--- config.mk ---
export PLATFORM = sky130hd
export DESIGN_NAME = measure_core
export DESIGN_NICKNAME = d
export VERILOG_FILES = /design/src/source/measure_pkg.sv /design/src/source/arp_reply_tx.sv /design/src/source/arp_req_fifo.sv /design/src/source/crc32_gen.sv /design/src/source/measure_core.sv /design/src/source/rx_frame_parser.sv /design/src/source/rx_rate_counter.sv
export SDC_FILE = /design/constraint.sdc
export NUM_CORES = 1
export LEC_CHECK = 0
export BUFFER_PORTS_ARGS = -buffer_cell sky130_fd_sc_hd__buf_4
export CAP_MARGIN = 20
export CORE_MARGIN = 5
export CORE_UTILIZATION = 55
export DETAILED_ROUTE_END_ITERATION = 16
export PLACE_DENSITY = 0.75
export SLEW_MARGIN = 40
export SYNTH_ARGS = -nofsm -noshare
export SYNTH_HDL_FRONTEND = slang
export SYNTH_SLANG_ARGS = --single-unit
export TNS_END_PERCENT = 10
--- constraint.sdc ---
create_clock -name gmii_tx_clk -period 7.7 [get_ports gmii_tx_clk]
set_input_delay 0.385 -clock gmii_tx_clk [delete_from_list [all_inputs] [get_ports gmii_tx_clk]]
set_output_delay 0.385 -clock gmii_tx_clk [all_outputs]
set_load 0.01 [all_outputs]
--- src/source/measure_pkg.sv ---
`default_nettype none

package measure_pkg;

  // --------------------------------------------------
  // Basic types
  // --------------------------------------------------
  typedef logic [7:0]  byte_t;
  typedef logic [47:0] mac_t;
  typedef logic [31:0] ipv4_t;
  typedef logic [31:0] stamp_t;

  typedef struct packed {
    logic  valid;
    logic  in_frame;   // Low on a valid beat closes the frame
    byte_t data;
  } rx_beat_t;

  typedef struct packed {
    logic        done;
    logic [15:0] length;  // Bytes in the frame
  } frame_stat_t;

  typedef struct packed {
    logic  valid;
    mac_t  dst_mac;
    ipv4_t dst_ip;
  } arp_req_t;

  // Reply layout after the SFD, up to the padding
  typedef struct packed {
    mac_t        eth_dst;
    mac_t        eth_src;
    logic [15:0] eth_type;
    logic [15:0] htype;
    logic [15:0] ptype;
    byte_t       hlen;
    byte_t       plen;
    logic [15:0] oper;
    mac_t        sha;
    ipv4_t       spa;
    mac_t        tha;
    ipv4_t       tpa;
  } arp_frame_t;

  // --------------------------------------------------
  // Own addresses and protocol constants
  // --------------------------------------------------
  localparam mac_t  OWN_MAC  = 48'h003776_000101;
  localparam ipv4_t OWN_IPV4 = {8'd10, 8'd0, 8'd21, 8'd105};
  localparam logic [39:0] MAGIC_CODE = 40'hcc_55_aa_33_0f;

  localparam logic [15:0] ETH_TYPE_ARP   = 16'h0806;
  localparam logic [15:0] ETH_TYPE_IPV4  = 16'h0800;
  localparam logic [15:0] ARP_HW_ETHER   = 16'h0001;
  localparam logic [15:0] ARP_OP_REQUEST = 16'd1;
  localparam logic [15:0] ARP_OP_REPLY   = 16'd2;

  // Receive offsets, byte 0 is the first destination MAC byte
  localparam int unsigned OFS_SRC_MAC    = 6;
  localparam int unsigned OFS_TYPE       = 12;
  localparam int unsigned OFS_OPCODE     = 20;
  localparam int unsigned OFS_ARP_SRC_IP = 28;
  localparam int unsigned OFS_ARP_DST_IP = 38;
  localparam int unsigned OFS_MAGIC      = 42;
  localparam int unsigned OFS_STAMP      = 47;
  localparam int unsigned OFS_DECIDE     = 51;

  // Transmit layout
  localparam byte_t       PREAMBLE_BYTE  = 8'h55;
  localparam byte_t       SFD_BYTE       = 8'hd5;
  localparam int unsigned TX_BODY_START  = 8;
  localparam int unsigned TX_BODY_BYTES  = 60;
  localparam int unsigned TX_FCS_START   = TX_BODY_START + TX_BODY_BYTES;
  localparam int unsigned TX_FRAME_BYTES = 72;
  localparam int unsigned TX_COUNT_W     = 7;
  localparam int unsigned ARP_HDR_BYTES  = $bits(arp_frame_t) / 8;

  // CRC-32, reflected form
  localparam logic [31:0] CRC_POLY_REF = 32'hedb88320;
  localparam logic [31:0] CRC_PRESET   = 32'hffffffff;

  // Reply queue
  localparam int unsigned ARP_QUEUE_DEPTH = 2;
  localparam int unsigned QUEUE_CNT_W     = $clog2(ARP_QUEUE_DEPTH + 1);
  localparam int unsigned QUEUE_PTR_W     = (ARP_QUEUE_DEPTH > 1) ? $clog2(ARP_QUEUE_DEPTH) : 1;

endpackage

`default_nettype wire

--- src/source/arp_reply_tx.sv ---
`timescale 1ns/100ps
`default_nettype none

module arp_reply_tx (
  input  wire logic                   gmii_tx_clk,
  input  wire logic                   sys_rst,
  input  wire measure_pkg::arp_req_t  head,
  input  wire measure_pkg::stamp_t    crc_out,
  output logic                        pop,
  output measure_pkg::byte_t          gmii_txd,
  output logic                        gmii_tx_en,
  output logic                        crc_init,
  output logic                        crc_en,
  output measure_pkg::byte_t          crc_data
);
  import measure_pkg::*;

  logic [TX_COUNT_W-1:0] tx_cnt;  // Index of the next byte to send
  mac_t                  dst_mac;
  ipv4_t                 dst_ip;
  arp_frame_t            reply;
  byte_t                 tx_byte;
  logic                  in_body;

  assign pop = ~gmii_tx_en & head.valid;  // Leaves one idle cycle between frames

  // --------------------------------------------------
  // Reply content
  // --------------------------------------------------
  assign reply = '{
    eth_dst:  dst_mac,
    eth_src:  OWN_MAC,
    eth_type: ETH_TYPE_ARP,
    htype:    ARP_HW_ETHER,
    ptype:    ETH_TYPE_IPV4,
    hlen:     8'd6,
    plen:     8'd4,
    oper:     ARP_OP_REPLY,
    sha:      OWN_MAC,
    spa:      OWN_IPV4,
    tha:      dst_mac,
    tpa:      dst_ip
  };

  always_comb begin
    int unsigned idx;
    idx = tx_cnt;
    if (idx < TX_BODY_START - 1) begin
      tx_byte = PREAMBLE_BYTE;
    end else if (idx == TX_BODY_START - 1) begin
      tx_byte = SFD_BYTE;
    end else if (idx < TX_BODY_START + ARP_HDR_BYTES) begin
      tx_byte = reply[$bits(arp_frame_t) - 1 - 8 * (idx - TX_BODY_START) -: 8];
    end else if (idx < TX_FCS_START) begin
      tx_byte = 8'h00;  // Pad to minimum size
    end else if (idx < TX_FRAME_BYTES) begin
      tx_byte = crc_out[31 - 8 * (idx - TX_FCS_START) -: 8];
    end else begin
      tx_byte = 8'h00;
    end
  end

  // CRC sees each body byte as it is registered into gmii_txd
  assign in_body  = gmii_tx_en && (tx_cnt >= TX_BODY_START) && (tx_cnt < TX_FCS_START);
  assign crc_en   = in_body;
  assign crc_init = gmii_tx_en && (tx_cnt == TX_BODY_START);
  assign crc_data = tx_byte;

  // --------------------------------------------------
  // Sequencer
  // --------------------------------------------------
  always_ff @(posedge gmii_tx_clk) begin
    if (sys_rst) begin
      gmii_tx_en <= 1'b0;
      tx_cnt     <= '0;
    end else if (pop) begin
      gmii_tx_en <= 1'b1;
      tx_cnt     <= TX_COUNT_W'(1);
    end else if (gmii_tx_en) begin
      if (tx_cnt == TX_COUNT_W'(TX_FRAME_BYTES)) begin
        gmii_tx_en <= 1'b0;  // Last FCS byte done
      end else begin
        tx_cnt <= tx_cnt + 1'b1;
      end
    end
  end

  always_ff @(posedge gmii_tx_clk) begin
    if (pop) begin
      dst_mac  <= head.dst_mac;
      dst_ip   <= head.dst_ip;
      gmii_txd <= PREAMBLE_BYTE;
    end else if (gmii_tx_en && (tx_cnt < TX_COUNT_W'(TX_FRAME_BYTES))) begin
      gmii_txd <= tx_byte;
    end else begin
      gmii_txd <= 8'h00;
    end
  end

endmodule

`default_nettype wire

--- src/source/arp_req_fifo.sv ---
`timescale 1ns/100ps
`default_nettype none

module arp_req_fifo (
  input  wire logic                   gmii_tx_clk,
  input  wire logic                   sys_rst,
  input  wire measure_pkg::arp_req_t  arp_req,
  input  wire logic                   pop,
  output measure_pkg::arp_req_t       head,
  output logic                        credit_return
);
  import measure_pkg::*;

  arp_req_t               mem [ARP_QUEUE_DEPTH];
  logic [QUEUE_PTR_W-1:0] wr_ptr;
  logic [QUEUE_PTR_W-1:0] rd_ptr;
  logic [QUEUE_CNT_W-1:0] count;
  logic                   pop_ok;

  function automatic logic [QUEUE_PTR_W-1:0] ptr_next(input logic [QUEUE_PTR_W-1:0] p);
    return (p == QUEUE_PTR_W'(ARP_QUEUE_DEPTH - 1)) ? '0 : p + 1'b1;
  endfunction

  assign pop_ok        = pop & (count != '0);
  assign credit_return = pop_ok;  // One credit per released entry

  always_ff @(posedge gmii_tx_clk) begin
    if (arp_req.valid) mem[wr_ptr] <= arp_req;
  end

  always_ff @(posedge gmii_tx_clk) begin
    if (sys_rst) begin
      wr_ptr <= '0;
      rd_ptr <= '0;
      count  <= '0;
    end else begin
      if (arp_req.valid) wr_ptr <= ptr_next(wr_ptr);
      if (pop_ok)        rd_ptr <= ptr_next(rd_ptr);
      case ({arp_req.valid, pop_ok})
        2'b10:   count <= count + 1'b1;
        2'b01:   count <= count - 1'b1;
        default: count <= count;
      endcase
    end
  end

  assign head = '{valid: (count != '0), dst_mac: mem[rd_ptr].dst_mac, dst_ip: mem[rd_ptr].dst_ip};

endmodule

`default_nettype wire

--- src/source/crc32_gen.sv ---
`timescale 1ns/100ps
`default_nettype none

module crc32_gen (
  input  wire logic                gmii_tx_clk,
  input  wire logic                sys_rst,
  input  wire logic                crc_init,
  input  wire logic                crc_en,
  input  wire measure_pkg::byte_t  crc_data,
  output measure_pkg::stamp_t      crc_out
);
  import measure_pkg::*;

  logic [31:0] crc_q;
  logic [31:0] crc_base;

  // One byte through the reflected polynomial, LSB first
  function automatic logic [31:0] crc_byte(input logic [31:0] c, input byte_t d);
    logic [31:0] r;
    logic        fb;
    r = c;
    for (int i = 0; i < 8; i++) begin
      fb = r[0] ^ d[i];
      r  = r >> 1;
      if (fb) r = r ^ CRC_POLY_REF;
    end
    return r;
  endfunction

  assign crc_base = crc_init ? CRC_PRESET : crc_q;  // Init restarts on this byte

  always_ff @(posedge gmii_tx_clk) begin
    if (sys_rst) begin
      crc_q <= CRC_PRESET;
    end else if (crc_en) begin
      crc_q <= crc_byte(crc_base, crc_data);
    end else if (crc_init) begin
      crc_q <= CRC_PRESET;
    end
  end

  // Complemented, low byte goes out first
  assign crc_out = ~{crc_q[7:0], crc_q[15:8], crc_q[23:16], crc_q[31:24]};

endmodule

`default_nettype wire

--- src/source/measure_core.sv ---
`timescale 1ns/100ps
`default_nettype none

module measure_core (
  input  wire logic                   gmii_tx_clk,
  input  wire logic                   sys_rst,
  input  wire logic                   sec_oneshot,
  input  wire measure_pkg::stamp_t    global_counter,
  input  wire measure_pkg::rx_beat_t  rx_in,
  output measure_pkg::byte_t          gmii_txd,
  output logic                        gmii_tx_en,
  output measure_pkg::stamp_t         rx_pps,
  output measure_pkg::stamp_t         rx_throughput,
  output measure_pkg::stamp_t         rx_latency
);
  import measure_pkg::*;

  frame_stat_t frame_stat;
  arp_req_t    arp_req;
  arp_req_t    head;
  logic        pop;
  logic        credit_return;
  stamp_t      crc_out;
  logic        crc_init;
  logic        crc_en;
  byte_t       crc_data;

  // --------------------------------------------------
  // Receive side
  // --------------------------------------------------
  rx_frame_parser i_rx_frame_parser (
    .gmii_tx_clk    (gmii_tx_clk),
    .sys_rst        (sys_rst),
    .rx_in          (rx_in),
    .global_counter (global_counter),
    .credit_return  (credit_return),
    .frame_stat     (frame_stat),
    .arp_req        (arp_req),
    .rx_latency     (rx_latency)
  );

  rx_rate_counter i_rx_rate_counter (
    .gmii_tx_clk   (gmii_tx_clk),
    .sys_rst       (sys_rst),
    .sec_oneshot   (sec_oneshot),
    .frame_stat    (frame_stat),
    .rx_pps        (rx_pps),
    .rx_throughput (rx_throughput)
  );

  // --------------------------------------------------
  // ARP reply path
  // --------------------------------------------------
  arp_req_fifo i_arp_req_fifo (
    .gmii_tx_clk   (gmii_tx_clk),
    .sys_rst       (sys_rst),
    .arp_req       (arp_req),
    .pop           (pop),
    .head          (head),
    .credit_return (credit_return)
  );

  arp_reply_tx i_arp_reply_tx (
    .gmii_tx_clk (gmii_tx_clk),
    .sys_rst     (sys_rst),
    .head        (head),
    .crc_out     (crc_out),
    .pop         (pop),
    .gmii_txd    (gmii_txd),
    .gmii_tx_en  (gmii_tx_en),
    .crc_init    (crc_init),
    .crc_en      (crc_en),
    .crc_data    (crc_data)
  );

  crc32_gen i_crc32_gen (
    .gmii_tx_clk (gmii_tx_clk),
    .sys_rst     (sys_rst),
    .crc_init    (crc_init),
    .crc_en      (crc_en),
    .crc_data    (crc_data),
    .crc_out     (crc_out)
  );

endmodule

`default_nettype wire

--- src/source/rx_frame_parser.sv ---
`timescale 1ns/100ps
`default_nettype none

module rx_frame_parser (
  input  wire logic                    gmii_tx_clk,
  input  wire logic                    sys_rst,
  input  wire measure_pkg::rx_beat_t   rx_in,
  input  wire measure_pkg::stamp_t     global_counter,
  input  wire logic                    credit_return,
  output measure_pkg::frame_stat_t     frame_stat,
  output measure_pkg::arp_req_t        arp_req,
  output measure_pkg::stamp_t          rx_latency
);
  import measure_pkg::*;

  logic [15:0]            byte_cnt;
  logic                   beat_byte;
  logic                   beat_end;
  logic                   decide;
  logic                   arp_hit;
  logic                   take;
  logic [QUEUE_CNT_W-1:0] credits;

  mac_t        rx_src_mac;
  logic [15:0] rx_type;
  logic [15:0] rx_opcode;
  ipv4_t       rx_arp_src_ip;
  ipv4_t       rx_arp_dst_ip;
  logic [39:0] rx_magic;
  stamp_t      rx_stamp;

  logic        stat_done;
  logic [15:0] stat_len;
  logic        req_valid;
  mac_t        req_mac;
  ipv4_t       req_ip;

  function automatic logic in_field(input logic [15:0] idx, input int unsigned ofs,
                                    input int unsigned len);
    return (idx >= ofs) && (idx < ofs + len);
  endfunction

  assign beat_byte = rx_in.valid & rx_in.in_frame;
  assign beat_end  = rx_in.valid & ~rx_in.in_frame;
  assign decide    = beat_byte && (byte_cnt == OFS_DECIDE);

  assign arp_hit = decide && (rx_magic != MAGIC_CODE) && (rx_type == ETH_TYPE_ARP) &&
                   (rx_opcode == ARP_OP_REQUEST) && (rx_arp_dst_ip == OWN_IPV4);
  assign take    = arp_hit && (credits != '0);  // No credit, reply is dropped

  // --------------------------------------------------
  // Header field capture
  // --------------------------------------------------
  always_ff @(posedge gmii_tx_clk) begin
    if (beat_byte) begin
      if (in_field(byte_cnt, OFS_SRC_MAC, 6))    rx_src_mac    <= {rx_src_mac[39:0], rx_in.data};
      if (in_field(byte_cnt, OFS_TYPE, 2))       rx_type       <= {rx_type[7:0], rx_in.data};
      if (in_field(byte_cnt, OFS_OPCODE, 2))     rx_opcode     <= {rx_opcode[7:0], rx_in.data};
      if (in_field(byte_cnt, OFS_ARP_SRC_IP, 4)) rx_arp_src_ip <= {rx_arp_src_ip[23:0], rx_in.data};
      if (in_field(byte_cnt, OFS_ARP_DST_IP, 4)) rx_arp_dst_ip <= {rx_arp_dst_ip[23:0], rx_in.data};
      if (in_field(byte_cnt, OFS_MAGIC, 5))      rx_magic      <= {rx_magic[31:0], rx_in.data};
      if (in_field(byte_cnt, OFS_STAMP, 4))      rx_stamp      <= {rx_stamp[23:0], rx_in.data};
    end
  end

  // --------------------------------------------------
  // Counting, decision and credits
  // --------------------------------------------------
  always_ff @(posedge gmii_tx_clk) begin
    if (sys_rst) begin
      byte_cnt   <= '0;
      stat_done  <= 1'b0;
      req_valid  <= 1'b0;
      rx_latency <= '0;
      credits    <= QUEUE_CNT_W'(ARP_QUEUE_DEPTH);
    end else begin
      stat_done <= beat_end && (byte_cnt != '0);  // Empty frames are not counted
      req_valid <= take;
      if (beat_end) begin
        byte_cnt <= '0;
      end else if (beat_byte) begin
        byte_cnt <= byte_cnt + 16'd1;
      end
      if (decide && (rx_magic == MAGIC_CODE)) begin
        rx_latency <= global_counter - rx_stamp;
      end
      case ({take, credit_return})
        2'b10:   credits <= credits - 1'b1;
        2'b01:   credits <= credits + 1'b1;
        default: credits <= credits;
      endcase
    end
  end

  always_ff @(posedge gmii_tx_clk) begin
    if (beat_end) stat_len <= byte_cnt;
    if (take) begin
      req_mac <= rx_src_mac;     // Requester becomes the target
      req_ip  <= rx_arp_src_ip;
    end
  end

  assign frame_stat = '{done: stat_done, length: stat_len};
  assign arp_req    = '{valid: req_valid, dst_mac: req_mac, dst_ip: req_ip};

endmodule

`default_nettype wire

--- src/source/rx_rate_counter.sv ---
`timescale 1ns/100ps
`default_nettype none

module rx_rate_counter (
  input  wire logic                      gmii_tx_clk,
  input  wire logic                      sys_rst,
  input  wire logic                      sec_oneshot,
  input  wire measure_pkg::frame_stat_t  frame_stat,
  output measure_pkg::stamp_t            rx_pps,
  output measure_pkg::stamp_t            rx_throughput
);
  import measure_pkg::*;

  stamp_t pkt_acc;
  stamp_t byte_acc;

  always_ff @(posedge gmii_tx_clk) begin
    if (sys_rst) begin
      pkt_acc       <= '0;
      byte_acc      <= '0;
      rx_pps        <= '0;
      rx_throughput <= '0;
    end else if (sec_oneshot) begin
      rx_pps        <= pkt_acc;   // Publish the window
      rx_throughput <= byte_acc;
      pkt_acc       <= '0;
      byte_acc      <= '0;
    end else if (frame_stat.done) begin
      pkt_acc  <= pkt_acc + 32'd1;
      byte_acc <= byte_acc + {16'h0, frame_stat.length};
    end
  end

endmodule

`default_nettype wire

# After elaboration in Yosys (flattened, before gate mapping)
# Memory sizes are Yosys's and may differ from the RTL's. A register that Yosys moved wholly into a read port is not among the register bits.
# Index checks and enable logic that the tools add are counted.
# W data, S select, Z words.
# word_totals
ff_bits,544
ramBits,162
inputBits,45
output_inout_bits,105
word_cells,185
n_memories,1
# classes
add_sub_neg,15
magnitude_cmp,20
eq_ne,14
shift,2
muxes,42
bitwise,25
n_reduce_logical,38
# mem_list
name,words,width,rd,rd_clocked_by_memory_dff,wr,line,source
i_arp_req_fifo.mem,2,81,1,1,1,arp_req_fifo.sv:14,arp_req_t mem [ARP_QUEUE_DEPTH];
# ops
operator,n
$mux W32,24
$shiftx A343 B33 Y8,1
$not A13 Y14,8
$lt A16 B6 Y1 const B,4
$ge A16 B6 Y1 const B,3
$eq A40 B40 Y1 const B,1
$mux W8,5
$ne A40 B40 Y1 const B,1
$shiftx A39 B33 Y8,1
$add A32 B1 Y32 const B,1
$add A32 B16 Y32,1
$eq A32 B28 Y1 const B,1
$ge A16 B5 Y1 const B,2
$lt A16 B4 Y1 const B,2
$not A32 Y32,1
$sub A32 B32 Y32,1
$sub A5 B32 Y32 const A,1
$sub A9 B32 Y32 const A,1
$lt A7 B7 Y1 const B,3
$logic_and A1 B1 Y1,19
$reduce_and A2 Y1,9
$add A16 B1 Y16 const B,1
$eq A16 B1 Y1 const B,1
$eq A16 B12 Y1 const B,1
28 further kinds,63

# Logic depth before layout (Yosys ltp)
# Gate-level depths: netlist of run 1.
# depth
depth_word,39
ltp_mapped,18

# Hierarchy
# Synthesis of run 1 repeated with hierarchy kept, for this count alone.
# hier_totals
hier_cells,2570
hier_area_um2,33404.5
# by_module_without_submodules
mod,instances,cells_each,area_each_um2,seq_area_each_um2
rx_frame_parser,1,891,13716.9,10410.0
arp_req_fifo,1,271,5957.0,4904.7
rx_rate_counter,1,633,5801.8,2562.5
arp_reply_tx,1,427,5177.5,2722.6
crc32_gen,1,348,2751.4,640.6

# Worst setup path before layout of run 1
# Ideal clock, no wire load.
# synth_timing
kind,register -> register
startpoint,register i_rx_frame_parser.req_valid
endpoint,memory i_arp_req_fifo.mem[0][0] (netlist name) (enable)
setup_ns,0.520
arrival_time_ns,3.752
required_time_ns,7.180
slack_ns,3.428
path_stages_with_launch,3
n_path_buf,0
cell_sequence,dfxtp_1 > inv_1 > nor2_1
# synth_via
elab_chain_cells,2
# synth_lines
item,line,source
"start, declared",rx_frame_parser.sv:34,logic req_valid;
"start signal, assigned",rx_frame_parser.sv:78,req_valid <= take;
$mux W1,arp_req_fifo.sv:28,if (arp_req.valid) mem[wr_ptr] <= arp_req;
$mux W1 (implied by the code),arp_req_fifo.sv:28,
"end, declared",arp_req_fifo.sv:14,
# Every way passes these cells.

# Worst setup path in the final report of run 1
# layout_timing
startpoint,register i_arp_reply_tx.tx_cnt[3]
endpoint,register i_crc32_gen.crc_q[17]
# layout_via
elab_chain_cells,36
elab_cells_between_ends,55
# layout_lines
item,line,source
"start, declared",arp_reply_tx.sv:18,logic [TX_COUNT_W-1:0] tx_cnt;
"start signal, assigned",arp_reply_tx.sv:83,tx_cnt <= tx_cnt + 1'b1;
"parallel branches: the longest is 35 deep, another holds $sub A9 B32 Y32",-,
$mux W32 *,crc32_gen.sv:35,end else if (crc_en) begin
"end signal, assigned",crc32_gen.sv:36,"crc_q <= crc_byte(crc_base, crc_data);"
"end, declared",crc32_gen.sv:14,logic [31:0] crc_q;
# Mark *: on every way between the ends. The select of a mux whose other input is x is not followed.
# A chain may end at the register's enable or synchronous reset.

==> results.json, run 1 <==
{
  "core_area_mm2": 0.0578,
  "die_area_mm2": 0.0634,
  "final_util": 0.634,
  "avgSynthCellArea_um2": 13.4,
  "period_share": 0.613,
  "routedWlPerCell_um": 19.7,
  "start_util": 0.556,
  "clk_path_buf_depth": 3,
  "tightest_slew_ns": 0.828,
  "syn-num-nets": 2504,
  "rr_worst_depth": 13,
  "first_iter_violations": 1223,
  "crit_buf_inv": 1,
  "n_antenna_cell": 0,
  "first_global_vias": 19100,
  "post-route-worst-setup-slack_ns": 2.98,
  "hpwl_mm": 44.2,
  "synth_flop_cell": "edfxtp_1",
  "cp-start-kind": "flip-flop",
  "drv_slew": 0,
  "via_count": 19200,
  "cts_made_buffers": 79,
  "wirelength_mm": 66.8,
  "status": "finished clean",
  "path_common_cell": "xnor2_1",
  "final_common_cell": "edfxtp_1",
  "cts_tree": "yes",
  "die_w_um": 252,
  "pin_count": 150,
  "max_slew_margin": 0.447,
  "crit_chain": "inv_2 -> ha_1 -> xnor2_2 -> xor2_2 -> nor2_1 -> a21oi_1 -> o31ai_1 -> a221o_2 -> xnor2_1 -> xnor2_1 -> xnor2_1 -> or3_1 -> nand4_1",
  "via_per_inst": 5.68,
  "area_delta_synth_final_pct": 14.0,
  "regArea_mm2": 0.0212,
  "die_h_um": 252,
  "maxCapViolCount": 0,
  "post-cts-setup-buffer-count": 0,
  "cts.sinks": 784,
  "worstPathRequired_ns": 8.23,
  "layout.nets": 2664,
  "numPlacedInstances": 3236,
  "grt_pass1_wl_mm": 107,
  "num_rows": 88,
  "hold_violations": 0,
  "gp_congestion": 0.875,
  "synthArstFlopShare": 0,
  "synth_edf_count": 552,
  "ys_warn_count": 0,
  "cts_hold_buf": 0,
  "synthesis.instances": 2393,
  "drtPass1Iterations": 5,
  "clk_latency_ns": 0.62,
  "multiInputGateArea_mm2": 0.0103,
  "final-setup-viol-count": 0,
  "fmax_mhz": 212,
  "yosysUniqueCellTypes": 91,
  "fin_crit_ns": 4.72,
  "ys_seq_area_frac": 0.660,
  "mostFrequentLayoutCells": "552 x edfxtp_1, 292 x nor2_1, 229 x dfxtp_1, 168 x buf_4, 111 x nand2_1",
  "fin_cells": 3383,
  "arrival_ns": 5.25,
  "grt_start_max_net_pins": 72,
  "max-vdd-ir-drop_uv": 215,
  "drive_above_1_share": 0.173,
  "drc": 0,
  "critPathMaxFanout": 16,
  "grt.total_usage": 0.209,
  "slowest_stage": "dfxtp_1",
  "clk_pin_slew_worst_paths_ns": 0.06,
  "grt_overflow_total": 0,
  "antenna_found_initial": 0,
  "criticalPathCategory": "flip-flop to flip-flop",
  "hold_depth": 1,
  "hp-class": "input pin to flip-flop",
  "cts_resized": 0,
  "leakage_uw": 0.0131,
  "ys_ff_latch": 784,
  "power_density_mw_per_mm2": 240,
  "crit_cells": 13,
  "syn_area_mm2": 0.0322,
  "final.fill_count": 4169,
  "ant_nets": 0,
  "finalClockSkew_ns": 0.0315,
  "port_buffers": 149,
  "dpl_worst_slack_ns": 3.04,
  "cpLargestDelayFamily": "XOR/XNOR gates",
  "cp_slowest_stage_delay_ns": 0.75,
  "endpoint_kind": "flip-flop",
  "tns_ns": 0,
  "cts.htree.levels": 3,
  "cts_root_buf": "clkbuf_16",
  "grt_setup_unrepaired": "no"
}
-- registers in the layout (all words and copies together) (netlist names), 32 cells and up --
register	cells
i_arp_reply_tx.dst_ip	32
i_arp_reply_tx.dst_mac	48
i_arp_req_fifo.mem	160
i_crc32_gen.crc_q	32
i_rx_frame_parser.req_ip	32
i_rx_frame_parser.req_mac	48
i_rx_frame_parser.rx_arp_dst_ip	32
i_rx_frame_parser.rx_arp_src_ip	32
i_rx_frame_parser.rx_latency	32
i_rx_frame_parser.rx_magic	40
i_rx_frame_parser.rx_src_mac	48
i_rx_frame_parser.rx_stamp	32
i_rx_rate_counter.byte_acc	32
i_rx_rate_counter.pkt_acc	32
i_rx_rate_counter.rx_pps	32
i_rx_rate_counter.rx_throughput	32
-- cells in the mapped netlist, drive strengths merged, types with 5 or more instances --
library cell / number / share of area
or3: 20 / 0.0039
nor4bb: 9 / 0.0028
or2: 10 / 0.0019
nand4: 30 / 0.0058
nor2b: 14 / 0.0027
a21o: 24 / 0.0057
a311o: 5 / 0.0016
nor4b: 10 / 0.0027
nor3: 45 / 0.0072
a21oi: 91 / 0.014
and4: 10 / 0.0028
edfxtp: 552 / 0.52
mux2i: 97 / 0.030
nand3: 51 / 0.0081
xnor2: 90 / 0.026
a211oi: 17 / 0.0044
inv: 67 / 0.0078
o21ai: 86 / 0.013
nor2: 297 / 0.035
mux2: 82 / 0.029
nor4: 21 / 0.0041
a311oi: 11 / 0.0035
xor2: 67 / 0.019
o21bai: 6 / 0.0014
nand2b: 15 / 0.0029
o21a: 7 / 0.0016
clkbuf: 77 / 0.012
mux4: 22 / 0.016
nand2: 112 / 0.013
ha: 64 / 0.025
o211ai: 18 / 0.0042
dfxtp: 232 / 0.14
a31oi: 15 / 0.0029
and3: 26 / 0.0051
o31ai: 6 / 0.0014
and2: 6 / 0.0012
o311ai: 6 / 0.0019
buf: 20 / 0.0036
-- logic make-up after synthesis --
group	share of synthesized area
multiplexers	0.0747
XOR/XNOR	0.0473
AND/OR/NAND/NOR	0.102
flip-flops	0.660
adder cells (fa/ha/maj)	0.0261
buffers and inverters	0.0233
AO/OA/AOI/OAI	0.0670
-- layer usage --
metal  track usage  part of all wire
met1         0.294              0.44
met2         0.344              0.49
met3        0.0395             0.052
met4        0.0498             0.020
met5             0                 0
-- final timing paths --
check	from	endpoint	slack (ns)
min	rx_in[4]	i_rx_frame_parser.rx_opcode[4]	0.05
max	i_arp_reply_tx.tx_cnt[3]	i_crc32_gen.crc_q[17]	2.98
min reg2reg	i_rx_frame_parser.rx_arp_src_ip[29]	i_rx_frame_parser.req_ip[29]	0.42
max reg2reg	i_arp_reply_tx.tx_cnt[3]	i_crc32_gen.crc_q[17]	2.98
-- power by group --
group          internal, uW  leakage, uW  switching (uW)
logic                   167      0.00503             261
clock network          2120      0.00123            1580
registers              4620      0.00686            62.3
-- cell type report --
cell class / instances / area share
repair buffers: 176 / 0.0379
flip-flops and latches: 784 / 0.579
inverters: 68 / 0.00703
clock buffers: 105 / 0.0586
clock inverters: 41 / 0.0109
multi-input cells: 1444 / 0.280
well taps: 765 / 0.0261
-- per-stage QoR --
stage	total power, uW	hold WS, ns	cell area [um2]
after detailed placement	5200	0.405	34100
after global placement	5180	0.400	34000
after floorplan	5020	0.400	32200
after global routing	9130	0.00772	36600
after CTS	8890	0.0116	36600
final	8810	0.0484	36600
(Power assumes the default switching activity.)
==> run 2: changes to the inputs <==
- clock period: 7.7 -> 4.9 ns (I/O delays scaled with it)
==> run 2 against run 1 <==
- critical path depth did not move
- fmax increased by 9.4%
- sequential share of layout area is 0.71 points lower
- utilization up 0.78 points
- first-iteration DRC count grew 3.1%
- worst setup slack got worse by 2.4 ns
- hold slack better by 0.055 ns
- die area did not move
- sequential power rose by 57%
- total power rose by 62%
- combinational power up 57%
- largest power group unchanged
==> results.json, run 2 (same netlist as run 1, synthesis figures left out) <==
{
  "core_area_mm2": 0.0578,
  "fin_cells": 3410,
  "cts_made_buffers": 79,
  "drtPass1Iterations": 6,
  "antenna_found_initial": 2,
  "cp-start-kind": "flip-flop",
  "critPathMaxFanout": 9,
  "slowest_stage": "dfxtp_1",
  "rr_endpoint": "i_crc32_gen.crc_q[26]",
  "tightest_slew_ns": 0.844,
  "leakage_uw": 0.0133,
  "finalClockSkew_ns": 0.0278,
  "max_slew_margin": 0.437,
  "worstPathRequired_ns": 5.43,
  "cts_tree": "yes",
  "drc": 0,
  "arrival_ns": 4.84,
  "area_delta_synth_final_pct": 15.4,
  "via_count": 19300,
  "drive_above_1_share": 0.178,
  "fmax_mhz": 232,
  "fin_crit_ns": 4.31,
  "cpLargestDelayFamily": "XOR/XNOR gates",
  "grt_setup_unrepaired": "no",
  "final_util": 0.642,
  "period_share": 0.880,
  "ant_nets": 0,
  "clk_latency_ns": 0.63,
  "mostFrequentLayoutCells": "552 x edfxtp_1, 292 x nor2_1, 229 x dfxtp_1, 186 x buf_4, 111 x nand2_1",
  "die_h_um": 252,
  "start_util": 0.556,
  "max-vdd-ir-drop_uv": 326,
  "first_global_vias": 19300,
  "die_w_um": 252,
  "crit_buf_inv": 1,
  "cts_root_buf": "clkbuf_16",
  "layout.nets": 2691,
  "clk_pin_slew_worst_paths_ns": 0.06,
  "final.fill_count": 4143,
  "rrSetupSlack_ns": 0.59,
  "die_area_mm2": 0.0634,
  "num_rows": 88,
  "pin_count": 150,
  "drv_slew": 0,
  "totalPowerFinal_uw": 14300,
  "final_common_cell": "edfxtp_1",
  "hpwl_mm": 46.4,
  "port_buffers": 149,
  "endpoint_kind": "flip-flop",
  "timing.rr.start": "i_arp_reply_tx.tx_cnt[4]",
  "hp-class": "input pin to flip-flop",
  "hp-start": "sec_oneshot",
  "cts.htree.levels": 3,
  "min_to": "i_rx_rate_counter.rx_throughput[0]",
  "via_per_inst": 5.67,
  "maxCapViolCount": 0,
  "numPlacedInstances": 3254,
  "cp_slowest_stage_delay_ns": 0.49,
  "clk_path_buf_depth": 3,
  "status": "finished clean",
  "tns_ns": 0,
  "final-setup-viol-count": 0,
  "grt_start_max_net_pins": 78,
  "rr_worst_depth": 13,
  "grt_overflow_total": 0,
  "n_antenna_cell": 0,
  "grt.total_usage": 0.213,
  "grt_pass1_wl_mm": 108,
  "hold_depth": 3,
  "largest-register": "i_arp_req_fifo.mem",
  "power_density_mw_per_mm2": 386,
  "cts.sinks": 784,
  "first_iter_violations": 1261,
  "largest_reg_flops": 160,
  "routedWlPerCell_um": 20.2,
  "crit_chain": "inv_1 -> ha_1 -> xnor2_2 -> xnor2_2 -> nand3_1 -> a221o_1 -> and4_2 -> a211oi_4 -> xor2_2 -> xnor3_2 -> xor2_1 -> and3_1 -> a311oi_1",
  "criticalPathCategory": "flip-flop to flip-flop",
  "hold_violations": 0,
  "gp_congestion": 0.876,
  "wirelength_mm": 68.8,
  "path_common_cell": "xnor2_2"
}
==> run 2: worst max-delay path by stage <==
| stage | depth (start not counted) | slack, ns | endpoint | startpoint |
|---|---|---|---|---|
| 2_1_floorplan | 2 | 0.63 | i_arp_req_fifo.mem[0][0] | i_rx_frame_parser.req_valid |
| 3_3_place_gp | 13 | 0.73 | i_crc32_gen.crc_q[26] | i_arp_reply_tx.tx_cnt[4] |
| 3_5_place_dp | 13 | 0.58 | i_crc32_gen.crc_q[26] | i_arp_reply_tx.tx_cnt[4] |
| 4_1_cts | 13 | 0.57 | i_crc32_gen.crc_q[26] | i_arp_reply_tx.tx_cnt[4] |
| 5_1_grt | 13 | 0.28 | i_crc32_gen.crc_q[26] | i_arp_reply_tx.tx_cnt[4] |
| 6_report | 13 | 0.59 | i_crc32_gen.crc_q[26] | i_arp_reply_tx.tx_cnt[4] |
==> run 2: timing repair <==
item | in CTS | in global routing
gates resized for setup | 0 | 0
buffers inserted | 0 | 0
hold buffers | 10 | 0
endpoints found under the setup margin | 0 | 0
endpoints found under the hold margin | 61 | 0
==> run 2: cell type report <==
| cell class | instances | area [um2] | area share |
|---|---|---|---|
| Timing Repair Buffer | 203 | 1640 | 0.0441 |
| Inverter | 68 | 258 | 0.00695 |
| Sequential cell | 784 | 21200 | 0.572 |
| Multi-Input combinational cell | 1444 | 10300 | 0.276 |
| Clock buffer | 102 | 2160 | 0.0583 |
| Tap cell | 765 | 957 | 0.0258 |
| Clock inverter | 44 | 603 | 0.0163 |
==> run 2: worst register-to-register path, stage by stage (launching register included) <==
cell,delay (ns)
dfxtp_1,0.49
inv_1,0.18
ha_1,0.34
xnor2_2,0.28
xnor2_2,0.49
nand3_1,0.16
a221o_1,0.42
and4_2,0.29
a211oi_4,0.28
xor2_2,0.30
xnor3_2,0.38
xor2_1,0.20
and3_1,0.20
a311oi_1,0.22
==> run 2: report_power, final <==
part           internal [uW]  leakage [uW]  switching (uW)
Sequential              7250       0.00686             115
Clock                   3750       0.00134            2520
Combinational            272       0.00515             400
Total                  11300        0.0133            3040
==> run 2: metal layers <==
layer	part of all wire	GRT usage	vias to the layer above
met5	0.00029	0	-
li1	-	-	9208
met1	0.44	0.295	9483
met3	0.049	0.0362	135
met4	0.029	0.0664	2
met2	0.48	0.350	518
==> run 2: through the flow <==
step	area (um2)	setup WS (ns)	hold slack (ns)
after floorplan	32200	0.628	0.344
after detailed placement	34200	0.585	0.405
final	37100	0.589	0.103
after global placement	34100	0.727	0.400
after global routing	37100	0.284	0.105
after CTS	37100	0.566	0.0697
